[config.mk]
export PLATFORM = sky130hd
export DESIGN_NAME = uart_cmd_top
export DESIGN_NICKNAME = d
export VERILOG_FILES = /design/src/rtl/uart_cmd_pkg.sv /design/src/rtl/uart_cfg_regs.sv /design/src/rtl/uart_tx_frame.sv /design/src/rtl/uart_rx_frame.sv /design/src/rtl/uart_cmd_fsm.sv /design/src/rtl/uart_cmd_top.sv
export SDC_FILE = /design/constraint.sdc
export NUM_CORES = 1
export LEC_CHECK = 0
export ABC_AREA = 1
export ABC_CLOCK_PERIOD_IN_PS = 5700
export BUFFER_PORTS_ARGS = -buffer_cell sky130_fd_sc_hd__buf_4
export CORE_AREA = 4 4 178 180
export CTS_CLUSTER_DIAMETER = 120
export CTS_CLUSTER_SIZE = 20
export DETAILED_ROUTE_END_ITERATION = 8
export DIE_AREA = 0 0 182 184
export GPL_TIMING_DRIVEN = 0
export HOLD_SLACK_MARGIN = 0.05
export PLACE_DENSITY_LB_ADDON = 0.1
export SLEW_MARGIN = 20
export SYNTH_ARGS = -nofsm -noshare
export SYNTH_HDL_FRONTEND = slang
export SYNTH_HIERARCHICAL = 1
export SYNTH_SLANG_ARGS = --single-unit
[constraint.sdc]
create_clock -name clk -period 5.7 [get_ports clk]
set_input_delay 1.14 -clock clk [delete_from_list [all_inputs] [get_ports clk]]
set_output_delay 1.14 -clock clk [all_outputs]
set_load 0.02 [all_outputs]
[src/rtl/uart_cmd_pkg.sv]
package uart_cmd_pkg;

  // ~~~~~~~~~~~~~~~~~~~~~~~~~~~~~~~~~~~~~~~~
  // data types
  // ~~~~~~~~~~~~~~~~~~~~~~~~~~~~~~~~~~~~~~~~

  // bridge command: op bit, remote address, write data.
  typedef logic [15:0] cmd_t;

  // one frame payload or read result.
  typedef logic [7:0] byte_t;

  // clock cycles per bit time.
  typedef logic [15:0] baud_div_t;

  // wishbone word address and data.
  typedef logic [1:0] wb_adr_t;
  typedef logic [15:0] wb_data_t;

  // ~~~~~~~~~~~~~~~~~~~~~~~~~~~~~~~~~~~~~~~~
  // register map
  // ~~~~~~~~~~~~~~~~~~~~~~~~~~~~~~~~~~~~~~~~

  localparam wb_adr_t REG_BAUD = 2'd0;
  localparam wb_adr_t REG_CTRL = 2'd1;
  localparam wb_adr_t REG_CMD = 2'd2;
  localparam wb_adr_t REG_STATUS = 2'd3;

  // 115200 baud from a 50 MHz clock.
  localparam baud_div_t BAUD_DIV_RESET = 16'd434;

  // ~~~~~~~~~~~~~~~~~~~~~~~~~~~~~~~~~~~~~~~~
  // frame and command layout
  // ~~~~~~~~~~~~~~~~~~~~~~~~~~~~~~~~~~~~~~~~

  // idle bit times between the two bytes of a write.
  localparam int GAP_BITS = 4;

  // 1 = write, 0 = read.
  localparam int CMD_WRITE_BIT = 15;

  // start, 8 data, parity, stop.
  localparam int FRAME_BITS = 11;

  // ~~~~~~~~~~~~~~~~~~~~~~~~~~~~~~~~~~~~~~~~
  // status register bits
  // ~~~~~~~~~~~~~~~~~~~~~~~~~~~~~~~~~~~~~~~~

  localparam int ST_BUSY = 0;
  localparam int ST_RD_VALID = 1;
  localparam int ST_PARITY_ERR = 2;
  localparam int ST_FRAME_ERR = 3;
  localparam int ST_CMD_DROP = 4;

  // read byte sits in the upper half of STATUS.
  localparam int ST_RD_DATA_LSB = 8;

endpackage

[src/rtl/uart_cfg_regs.sv]
module uart_cfg_regs (
  input  logic                   clk,
  input  logic                   rst_n,
  input  logic                   wb_cyc,
  input  logic                   wb_stb,
  input  logic                   wb_we,
  input  uart_cmd_pkg::wb_adr_t  wb_adr,
  input  uart_cmd_pkg::wb_data_t wb_dat_w,
  input  logic                   cmd_rdy,
  input  logic                   rx_valid,
  input  logic                   rx_parity_err,
  input  logic                   rx_frame_err,
  input  uart_cmd_pkg::byte_t    rx_data,
  output uart_cmd_pkg::wb_data_t wb_dat_r,
  output logic                   wb_ack,
  output uart_cmd_pkg::baud_div_t baud_div,
  output logic                   parity_odd,
  output uart_cmd_pkg::cmd_t     cmd,
  output logic                   cmd_vld
);

  uart_cmd_pkg::wb_data_t ctrl_q;
  uart_cmd_pkg::wb_data_t status_w;
  uart_cmd_pkg::wb_data_t rd_mux;
  uart_cmd_pkg::byte_t    rd_data_q;
  logic                   rd_valid_q;
  logic                   parity_err_q;
  logic                   frame_err_q;
  logic                   cmd_drop_q;
  logic                   busy;
  logic                   wb_acc;
  logic                   wb_wr;

  // one access per ack, with a gap cycle in between.
  assign wb_acc = wb_cyc & wb_stb & ~wb_ack;
  assign wb_wr = wb_acc & wb_we;

  // engine away from idle reads as busy.
  assign busy = ~cmd_rdy;
  assign parity_odd = ctrl_q[0];

  always_comb
  begin
    status_w = '0;
    status_w[uart_cmd_pkg::ST_BUSY] = busy;
    status_w[uart_cmd_pkg::ST_RD_VALID] = rd_valid_q;
    status_w[uart_cmd_pkg::ST_PARITY_ERR] = parity_err_q;
    status_w[uart_cmd_pkg::ST_FRAME_ERR] = frame_err_q;
    status_w[uart_cmd_pkg::ST_CMD_DROP] = cmd_drop_q;
    status_w[uart_cmd_pkg::ST_RD_DATA_LSB +: 8] = rd_data_q;
    case (wb_adr)
      uart_cmd_pkg::REG_BAUD: rd_mux = baud_div;
      uart_cmd_pkg::REG_CTRL: rd_mux = ctrl_q;
      uart_cmd_pkg::REG_CMD:  rd_mux = cmd;
      default:                rd_mux = status_w;
    endcase
  end

  always_ff @(posedge clk or negedge rst_n)
  begin
    if (!rst_n)
    begin
      wb_ack <= 1'b0;
      baud_div <= uart_cmd_pkg::BAUD_DIV_RESET;
      ctrl_q <= '0;
      cmd <= '0;
      cmd_vld <= 1'b0;
      rd_data_q <= '0;
      rd_valid_q <= 1'b0;
      parity_err_q <= 1'b0;
      frame_err_q <= 1'b0;
      cmd_drop_q <= 1'b0;
    end
    else
    begin
      wb_ack <= wb_acc;
      cmd_vld <= 1'b0;
      if (wb_wr)
      begin
        case (wb_adr)
          uart_cmd_pkg::REG_BAUD: baud_div <= wb_dat_w;
          uart_cmd_pkg::REG_CTRL: ctrl_q <= wb_dat_w;
          uart_cmd_pkg::REG_CMD:
          begin
            cmd <= wb_dat_w;
            if (cmd_rdy)
              cmd_vld <= 1'b1;
            else
              cmd_drop_q <= 1'b1;
          end
          default:
          begin
            // write one to clear.
            if (wb_dat_w[uart_cmd_pkg::ST_RD_VALID])
              rd_valid_q <= 1'b0;
            if (wb_dat_w[uart_cmd_pkg::ST_PARITY_ERR])
              parity_err_q <= 1'b0;
            if (wb_dat_w[uart_cmd_pkg::ST_FRAME_ERR])
              frame_err_q <= 1'b0;
            if (wb_dat_w[uart_cmd_pkg::ST_CMD_DROP])
              cmd_drop_q <= 1'b0;
          end
        endcase
      end
      // a new reply wins over a clear in the same cycle.
      if (rx_valid)
      begin
        rd_data_q <= rx_data;
        rd_valid_q <= 1'b1;
        parity_err_q <= parity_err_q | rx_parity_err;
        frame_err_q <= frame_err_q | rx_frame_err;
      end
    end
  end

  always_ff @(posedge clk)
  begin
    if (wb_acc && !wb_we)
      wb_dat_r <= rd_mux;
  end

  a_ack_needs_stb: assert property (@(posedge clk) disable iff (!rst_n) wb_ack |-> wb_stb);

endmodule

[src/rtl/uart_tx_frame.sv]
module uart_tx_frame (
  input  logic                    clk,
  input  logic                    rst_n,
  input  uart_cmd_pkg::baud_div_t baud_div,
  input  logic                    parity_odd,
  input  logic                    tx_start,
  input  uart_cmd_pkg::byte_t     tx_data,
  output logic                    tx_busy,
  output logic                    tx_done,
  output logic                    tx
);

  logic [uart_cmd_pkg::FRAME_BITS-1:0] frame_q;
  uart_cmd_pkg::baud_div_t             baud_cnt;
  logic [3:0]                          bit_cnt;
  logic                                parity_bit;
  logic                                bit_end;
  logic                                last_bit;

  // even parity makes the ones count even, odd flips it.
  assign parity_bit = (^tx_data) ^ parity_odd;

  assign bit_end = tx_busy && (baud_cnt == baud_div - 16'd1);
  assign last_bit = (bit_cnt == 4'(uart_cmd_pkg::FRAME_BITS - 1));

  // done in the final cycle of the stop bit.
  assign tx_done = bit_end & last_bit;

  // line idles high because the shifter refills with ones.
  assign tx = frame_q[0];

  // ~~~~~~~~~~~~~~~~~~~~~~~~~~~~~~~~~~~~~~~~
  // shifter and bit timing
  // ~~~~~~~~~~~~~~~~~~~~~~~~~~~~~~~~~~~~~~~~

  always_ff @(posedge clk or negedge rst_n)
  begin
    if (!rst_n)
    begin
      frame_q <= '1;
      tx_busy <= 1'b0;
      baud_cnt <= '0;
      bit_cnt <= '0;
    end
    else if (tx_start)
    begin
      // stop, parity, data lsb first, start.
      frame_q <= {1'b1, parity_bit, tx_data, 1'b0};
      tx_busy <= 1'b1;
      baud_cnt <= '0;
      bit_cnt <= '0;
    end
    else if (bit_end)
    begin
      baud_cnt <= '0;
      frame_q <= {1'b1, frame_q[uart_cmd_pkg::FRAME_BITS-1:1]};
      if (last_bit)
        tx_busy <= 1'b0;
      else
        bit_cnt <= bit_cnt + 4'd1;
    end
    else if (tx_busy)
    begin
      baud_cnt <= baud_cnt + 16'd1;
    end
  end

  a_no_start_busy: assert property (@(posedge clk) disable iff (!rst_n)
    tx_start |-> !tx_busy);

endmodule

[src/rtl/uart_rx_frame.sv]
module uart_rx_frame (
  input  logic                    clk,
  input  logic                    rst_n,
  input  uart_cmd_pkg::baud_div_t baud_div,
  input  logic                    parity_odd,
  input  logic                    rx_enable,
  input  logic                    rx,
  output uart_cmd_pkg::byte_t     rx_data,
  output logic                    rx_valid,
  output logic                    rx_parity_err,
  output logic                    rx_frame_err
);

  typedef enum logic [1:0] {
    RX_IDLE,
    RX_START,
    RX_BITS
  } rx_state_t;

  rx_state_t               state_q;
  logic                    rx_s1;
  logic                    rx_s2;
  logic                    rx_prev;
  uart_cmd_pkg::baud_div_t baud_cnt;
  uart_cmd_pkg::baud_div_t half_div;
  logic [3:0]              bit_cnt;
  logic [9:0]              shift_q;
  logic [9:0]              shift_next;
  logic                    fall;

  assign half_div = baud_div >> 1;
  assign fall = rx_prev & ~rx_s2;

  // data lsb first, then parity, then stop ends up at the top.
  assign shift_next = {rx_s2, shift_q[9:1]};

  // ~~~~~~~~~~~~~~~~~~~~~~~~~~~~~~~~~~~~~~~~
  // input synchronizer
  // ~~~~~~~~~~~~~~~~~~~~~~~~~~~~~~~~~~~~~~~~

  always_ff @(posedge clk or negedge rst_n)
  begin
    if (!rst_n)
    begin
      rx_s1 <= 1'b1;
      rx_s2 <= 1'b1;
      rx_prev <= 1'b1;
    end
    else
    begin
      rx_s1 <= rx;
      rx_s2 <= rx_s1;
      rx_prev <= rx_s2;
    end
  end

  always_ff @(posedge clk or negedge rst_n)
  begin
    if (!rst_n)
    begin
      state_q <= RX_IDLE;
      baud_cnt <= '0;
      bit_cnt <= '0;
      shift_q <= '0;
      rx_valid <= 1'b0;
      rx_data <= '0;
      rx_parity_err <= 1'b0;
      rx_frame_err <= 1'b0;
    end
    else
    begin
      rx_valid <= 1'b0;
      case (state_q)
        RX_IDLE:
        begin
          baud_cnt <= '0;
          if (rx_enable && fall)
            state_q <= RX_START;
        end
        RX_START:
        begin
          // a glitch shorter than half a bit is dropped.
          if (baud_cnt == half_div - 16'd1)
          begin
            baud_cnt <= '0;
            bit_cnt <= '0;
            state_q <= rx_s2 ? RX_IDLE : RX_BITS;
          end
          else
            baud_cnt <= baud_cnt + 16'd1;
        end
        RX_BITS:
        begin
          if (baud_cnt == baud_div - 16'd1)
          begin
            baud_cnt <= '0;
            shift_q <= shift_next;
            bit_cnt <= bit_cnt + 4'd1;
            if (bit_cnt == 4'd9)
            begin
              rx_valid <= 1'b1;
              rx_data <= shift_next[7:0];
              rx_parity_err <= (^shift_next[7:0]) ^ parity_odd ^ shift_next[8];
              rx_frame_err <= ~shift_next[9];
              state_q <= RX_IDLE;
            end
          end
          else
            baud_cnt <= baud_cnt + 16'd1;
        end
        default: state_q <= RX_IDLE;
      endcase
    end
  end

endmodule

[src/rtl/uart_cmd_fsm.sv]
module uart_cmd_fsm (
  input  logic                    clk,
  input  logic                    rst_n,
  input  uart_cmd_pkg::baud_div_t baud_div,
  input  uart_cmd_pkg::cmd_t      cmd,
  input  logic                    cmd_vld,
  input  logic                    tx_busy,
  input  logic                    tx_done,
  input  logic                    rx_valid,
  output logic                    cmd_rdy,
  output logic                    tx_start,
  output uart_cmd_pkg::byte_t     tx_data,
  output logic                    rx_enable
);

  typedef enum logic [2:0] {
    IDLE,
    SEND_HI,
    GAP,
    SEND_LO,
    WAIT_REPLY
  } state_t;

  state_t                  state_q;
  uart_cmd_pkg::cmd_t      cmd_q;
  uart_cmd_pkg::baud_div_t baud_cnt;
  logic [2:0]              gap_cnt;
  logic                    sent_q;
  logic                    sending;

  assign sending = (state_q == SEND_HI) || (state_q == SEND_LO);

  // one start per send state, only once the serializer is free.
  assign tx_start = sending & ~sent_q & ~tx_busy;
  assign tx_data = (state_q == SEND_LO) ? cmd_q[7:0] : cmd_q[15:8];

  assign cmd_rdy = (state_q == IDLE);
  assign rx_enable = (state_q == WAIT_REPLY);

  // ~~~~~~~~~~~~~~~~~~~~~~~~~~~~~~~~~~~~~~~~
  // command sequencing
  // ~~~~~~~~~~~~~~~~~~~~~~~~~~~~~~~~~~~~~~~~

  always_ff @(posedge clk or negedge rst_n)
  begin
    if (!rst_n)
    begin
      state_q <= IDLE;
      cmd_q <= '0;
      baud_cnt <= '0;
      gap_cnt <= '0;
      sent_q <= 1'b0;
    end
    else
    begin
      if (tx_start)
        sent_q <= 1'b1;
      case (state_q)
        IDLE:
        begin
          if (cmd_vld)
          begin
            cmd_q <= cmd;
            sent_q <= 1'b0;
            state_q <= SEND_HI;
          end
        end
        SEND_HI:
        begin
          if (tx_done)
          begin
            sent_q <= 1'b0;
            baud_cnt <= '0;
            gap_cnt <= '0;
            // the high byte is the address frame in both cases.
            if (cmd_q[uart_cmd_pkg::CMD_WRITE_BIT])
              state_q <= GAP;
            else
              state_q <= WAIT_REPLY;
          end
        end
        GAP:
        begin
          if (baud_cnt == baud_div - 16'd1)
          begin
            baud_cnt <= '0;
            if (gap_cnt == 3'(uart_cmd_pkg::GAP_BITS - 1))
              state_q <= SEND_LO;
            else
              gap_cnt <= gap_cnt + 3'd1;
          end
          else
            baud_cnt <= baud_cnt + 16'd1;
        end
        SEND_LO:
        begin
          if (tx_done)
          begin
            sent_q <= 1'b0;
            state_q <= IDLE;
          end
        end
        WAIT_REPLY:
        begin
          // no timeout, a silent remote keeps us here.
          if (rx_valid)
            state_q <= IDLE;
        end
        default: state_q <= IDLE;
      endcase
    end
  end

  a_rx_tx_exclusive: assert property (@(posedge clk) disable iff (!rst_n)
    !(rx_enable && tx_busy));

endmodule

[src/rtl/uart_cmd_top.sv]
module uart_cmd_top (
  input  logic                   clk,
  input  logic                   rst_n,
  input  logic                   wb_cyc,
  input  logic                   wb_stb,
  input  logic                   wb_we,
  input  uart_cmd_pkg::wb_adr_t  wb_adr,
  input  uart_cmd_pkg::wb_data_t wb_dat_w,
  output uart_cmd_pkg::wb_data_t wb_dat_r,
  output logic                   wb_ack,
  input  logic                   rx,
  output logic                   tx
);

  uart_cmd_pkg::baud_div_t baud_div;
  uart_cmd_pkg::cmd_t      cmd;
  uart_cmd_pkg::byte_t     tx_data;
  uart_cmd_pkg::byte_t     rx_data;
  logic                    parity_odd;
  logic                    cmd_vld;
  logic                    cmd_rdy;
  logic                    tx_start;
  logic                    tx_busy;
  logic                    tx_done;
  logic                    rx_enable;
  logic                    rx_valid;
  logic                    rx_parity_err;
  logic                    rx_frame_err;

  uart_cfg_regs i_uart_cfg_regs (
    .clk           (clk),
    .rst_n         (rst_n),
    .wb_cyc        (wb_cyc),
    .wb_stb        (wb_stb),
    .wb_we         (wb_we),
    .wb_adr        (wb_adr),
    .wb_dat_w      (wb_dat_w),
    .cmd_rdy       (cmd_rdy),
    .rx_valid      (rx_valid),
    .rx_parity_err (rx_parity_err),
    .rx_frame_err  (rx_frame_err),
    .rx_data       (rx_data),
    .wb_dat_r      (wb_dat_r),
    .wb_ack        (wb_ack),
    .baud_div      (baud_div),
    .parity_odd    (parity_odd),
    .cmd           (cmd),
    .cmd_vld       (cmd_vld)
  );

  uart_cmd_fsm i_uart_cmd_fsm (
    .clk       (clk),
    .rst_n     (rst_n),
    .baud_div  (baud_div),
    .cmd       (cmd),
    .cmd_vld   (cmd_vld),
    .tx_busy   (tx_busy),
    .tx_done   (tx_done),
    .rx_valid  (rx_valid),
    .cmd_rdy   (cmd_rdy),
    .tx_start  (tx_start),
    .tx_data   (tx_data),
    .rx_enable (rx_enable)
  );

  uart_tx_frame i_uart_tx_frame (
    .clk        (clk),
    .rst_n      (rst_n),
    .baud_div   (baud_div),
    .parity_odd (parity_odd),
    .tx_start   (tx_start),
    .tx_data    (tx_data),
    .tx_busy    (tx_busy),
    .tx_done    (tx_done),
    .tx         (tx)
  );

  uart_rx_frame i_uart_rx_frame (
    .clk           (clk),
    .rst_n         (rst_n),
    .baud_div      (baud_div),
    .parity_odd    (parity_odd),
    .rx_enable     (rx_enable),
    .rx            (rx),
    .rx_data       (rx_data),
    .rx_valid      (rx_valid),
    .rx_parity_err (rx_parity_err),
    .rx_frame_err  (rx_frame_err)
  );

endmodule

==> flow_summary.ini <==
[setup_path]
end_kind = flip-flop
path_class = flip-flop to flip-flop
crit_path_start_kind = flip-flop
crit_fanout = 12
required_ns = 6.01
arrival_ns = 3.97

[routing]
via_per_inst = 4.921
drt-initial-drc-count = 577
drc = 0
routed_wl_um = 32630
ant_nets = 0
routed-via-count = 10100
dr.pass1.iters = 5
wl_per_cell_um = 15.90

[floorplan]
core_area_um2 = 30190
dieArea_um2 = 33490
die_w_um = 182
ioPinCount = 42
die_h_um = 184
num_rows = 64
start_util_pct = 39.55

[yosys]
netlist.area_leader.share_pct = 33.32
synthFlopType = dfrtp_1
ys_ff_latch = 193
yosysMostFrequentCell = nand2_1
synthArstFlopShare_pct = 91.71
synth_area_um2 = 11940
synth_edf_count = 16
synth.area.top_cells = dfrtp_1 (33%), nand2_1 (16%), inv_1 (5.9%)
synth_nets = 1622
synth_seq_area_share_pct = 41.31
ys_types = 41
synth_cells = 1581
yosys_warnings = 6
yosysTopAreaCell = dfrtp_1
ys_top_cells_by_count = nand2_1 (512), inv_1 (187), dfrtp_1 (159)
avgSynthCellArea_um2 = 7.552

[sta]
worstMarginPinSlew_ns = 0.9706
hold_viol_final = 0
post-route-min-period_ns = 3.666
maxSlewViolCount = 0
fin_setup_tns_ns = 0
period_share_pct = 64.32
rsz0062_at_grt = no
relSlewSlack_pct = 35.29
max_freq_ghz = 0.2728
worst_slack_ns = 2.034
fin_skew_ns = 0.01061
setup_violations = 0

[layout]
diodes = 0
fillers = 3061
nNetsFinal = 1684
drive_above_1_share_pct = 14.13
final_cells = 2052
syn2layout_area_growth_pct = 12.08

[clock_tree]
cts_sinks = 193
cts_tree = built
hold_buffers = 0
ctsResizeCount = 0
clk_latency_ns = 0.44
post_cts_buffers = 0
clk_path_buf_depth = 2
path_clk_slew_ns = 0.08
htreeDepth = 4
cts_root_buffer = clkbuf_16
cts_buffers = 17

[pwr]
total_power_w = 0.004759
ir_drop_uv = 213.8
p_leak_nw = 6.575
power_density_nw_per_um2 = 355.6

[global_routing]
grt_pass1_vias = 9675
grt.overflow.total = 0
track_usage_pct = 19.88
grt_max_degree = 72
grt_pass1_wl_um = 53190
antenna_found_initial = 0

[outcome]
status = finished clean

[run]
cap_violations = 0

[min_path]
hold_class = flip-flop to flip-flop

[place]
dp_hpwl_um = 24140
dp_cells = 2020
gp_congestion = 0.8448
post-place-ws_ns = 2.043
io_buffers = 41
-- per-stage QoR --
stage / util, % / hold slack [ns] / instance area (µm²)
CTS: 44.33 / 0.3602 / 13380
global placement: 42.21 / 0.3468 / 12740
finish: 44.33 / 0.3592 / 13380
floorplan: - / 0.3452 / 11940
detailed placement: 42.43 / 0.3475 / 12810
global route: 44.33 / 0.3650 / 13380
-- metal layers --
layer  wire (µm)  up-vias  global-route usage [%]
li1            -     5120                       -
met1       15950     4791                   28.83
met2       15030      161                   32.05
met3        1213       26                   2.552
met4         425        0                   4.323
met5           0        -                       0
-- flip-flops by register name, summed over array words and instances (netlist names), 9 cells and up --
register / count
i_uart_cfg_regs/baud_div: 16
i_uart_cfg_regs/cmd: 16
i_uart_cfg_regs/ctrl_q: 16
i_uart_cfg_regs/wb_dat_r: 16
i_uart_cmd_fsm/baud_cnt: 16
i_uart_cmd_fsm/cmd_q: 16
i_uart_rx_frame/baud_cnt: 16
i_uart_tx_frame/baud_cnt: 16
i_uart_tx_frame/frame_q: 10
i_uart_rx_frame/shift_q: 9
-- path summary, 6_finish.rpt --
kind                                             start                    endpoint  slack (ns)  cells after the start
min in group asynchronous                        rst_n  i_uart_tx_frame/bit_cnt[0]        0.58                      1
setup / recovery           i_uart_cfg_regs/baud_div[0]  i_uart_cmd_fsm/baud_cnt[6]        2.03                     19
max in group asynchronous                        rst_n     i_uart_rx_frame/rx_prev        4.38                      2
hold / removal                   i_uart_rx_frame/rx_s1       i_uart_rx_frame/rx_s2        0.36                      0
hold reg to reg                  i_uart_rx_frame/rx_s1       i_uart_rx_frame/rx_s2        0.36                      0
setup reg to reg           i_uart_cfg_regs/baud_div[0]  i_uart_cmd_fsm/baud_cnt[6]        2.03                     19
-- cell usage in the layout (no fill, tap or decap), types with 18 or more instances in the layout --
cell type / count
nand2_1: 512
inv_1: 187
dfrtp_1: 159
nor2_1: 134
nand3_1: 107
o21ai_0: 54
xor2_1: 53
xnor2_1: 45
buf_4: 44
nand4_1: 30
o21ai_2: 28
nor3_1: 25
mux2_2: 24
o21ai_1: 21
a21oi_1: 19
dfstp_2: 18
-- report_power, final --
part | switching, W | total [W] | internal [W]
combinational | 0.00106 | 0.00165 | 0.000594
sequential | 0.000311 | 0.00191 | 0.00160
clock | 0.000620 | 0.00120 | 0.000584
total | 0.00199 | 0.00476 | 0.00277
-- cell type report --
| cell class | count | area (µm²) | area share [%] |
|---|---|---|---|
| plain buffers | 39 | 252.7 | 1.889 |
| clock buffers | 17 | 425.4 | 3.179 |
| clock inverters | 15 | 148.9 | 1.113 |
| inverters | 193 | 726.9 | 5.432 |
| multi-input cells | 1156 | 6031 | 45.06 |
| flip-flops and latches | 193 | 4932 | 36.85 |
| well taps | 396 | 495.5 | 3.702 |
| repair buffers | 43 | 370.4 | 2.767 |
-- cell families (layout without fill, tap and decap cells) --
family	after synthesis	in the layout	synth area share (%)
and+or+nand+nor	878	878	32.22
buffers and inverters	232	307	8.205
DFF	193	193	41.31
AOI/OAI and AO/OA	139	139	7.031
xor gates and xnor gates	98	98	7.189
muxes	24	24	2.263
adders and majority gates	17	17	1.781
-- worst max-delay path, cell delays in order, from the launching register on --
cell and delay (ns):
dfrtp_1 0.77, inv_1 0.19, ha_1 0.34, inv_1 0.08, nand2_1 0.06, nand2_1 0.10, nand2_1 0.05, nand2_1 0.07
nand3_1 0.06, nor2_1 0.13, nand3_1 0.10, nor2_2 0.16, nand3_2 0.15, nor3_1 0.32, nand2_1 0.13, nand2_2 0.15
inv_1 0.15, nor4_1 0.26, xor2_1 0.18, a21oi_1 0.05
No activity file was read; power rests on OpenSTA's default activity.
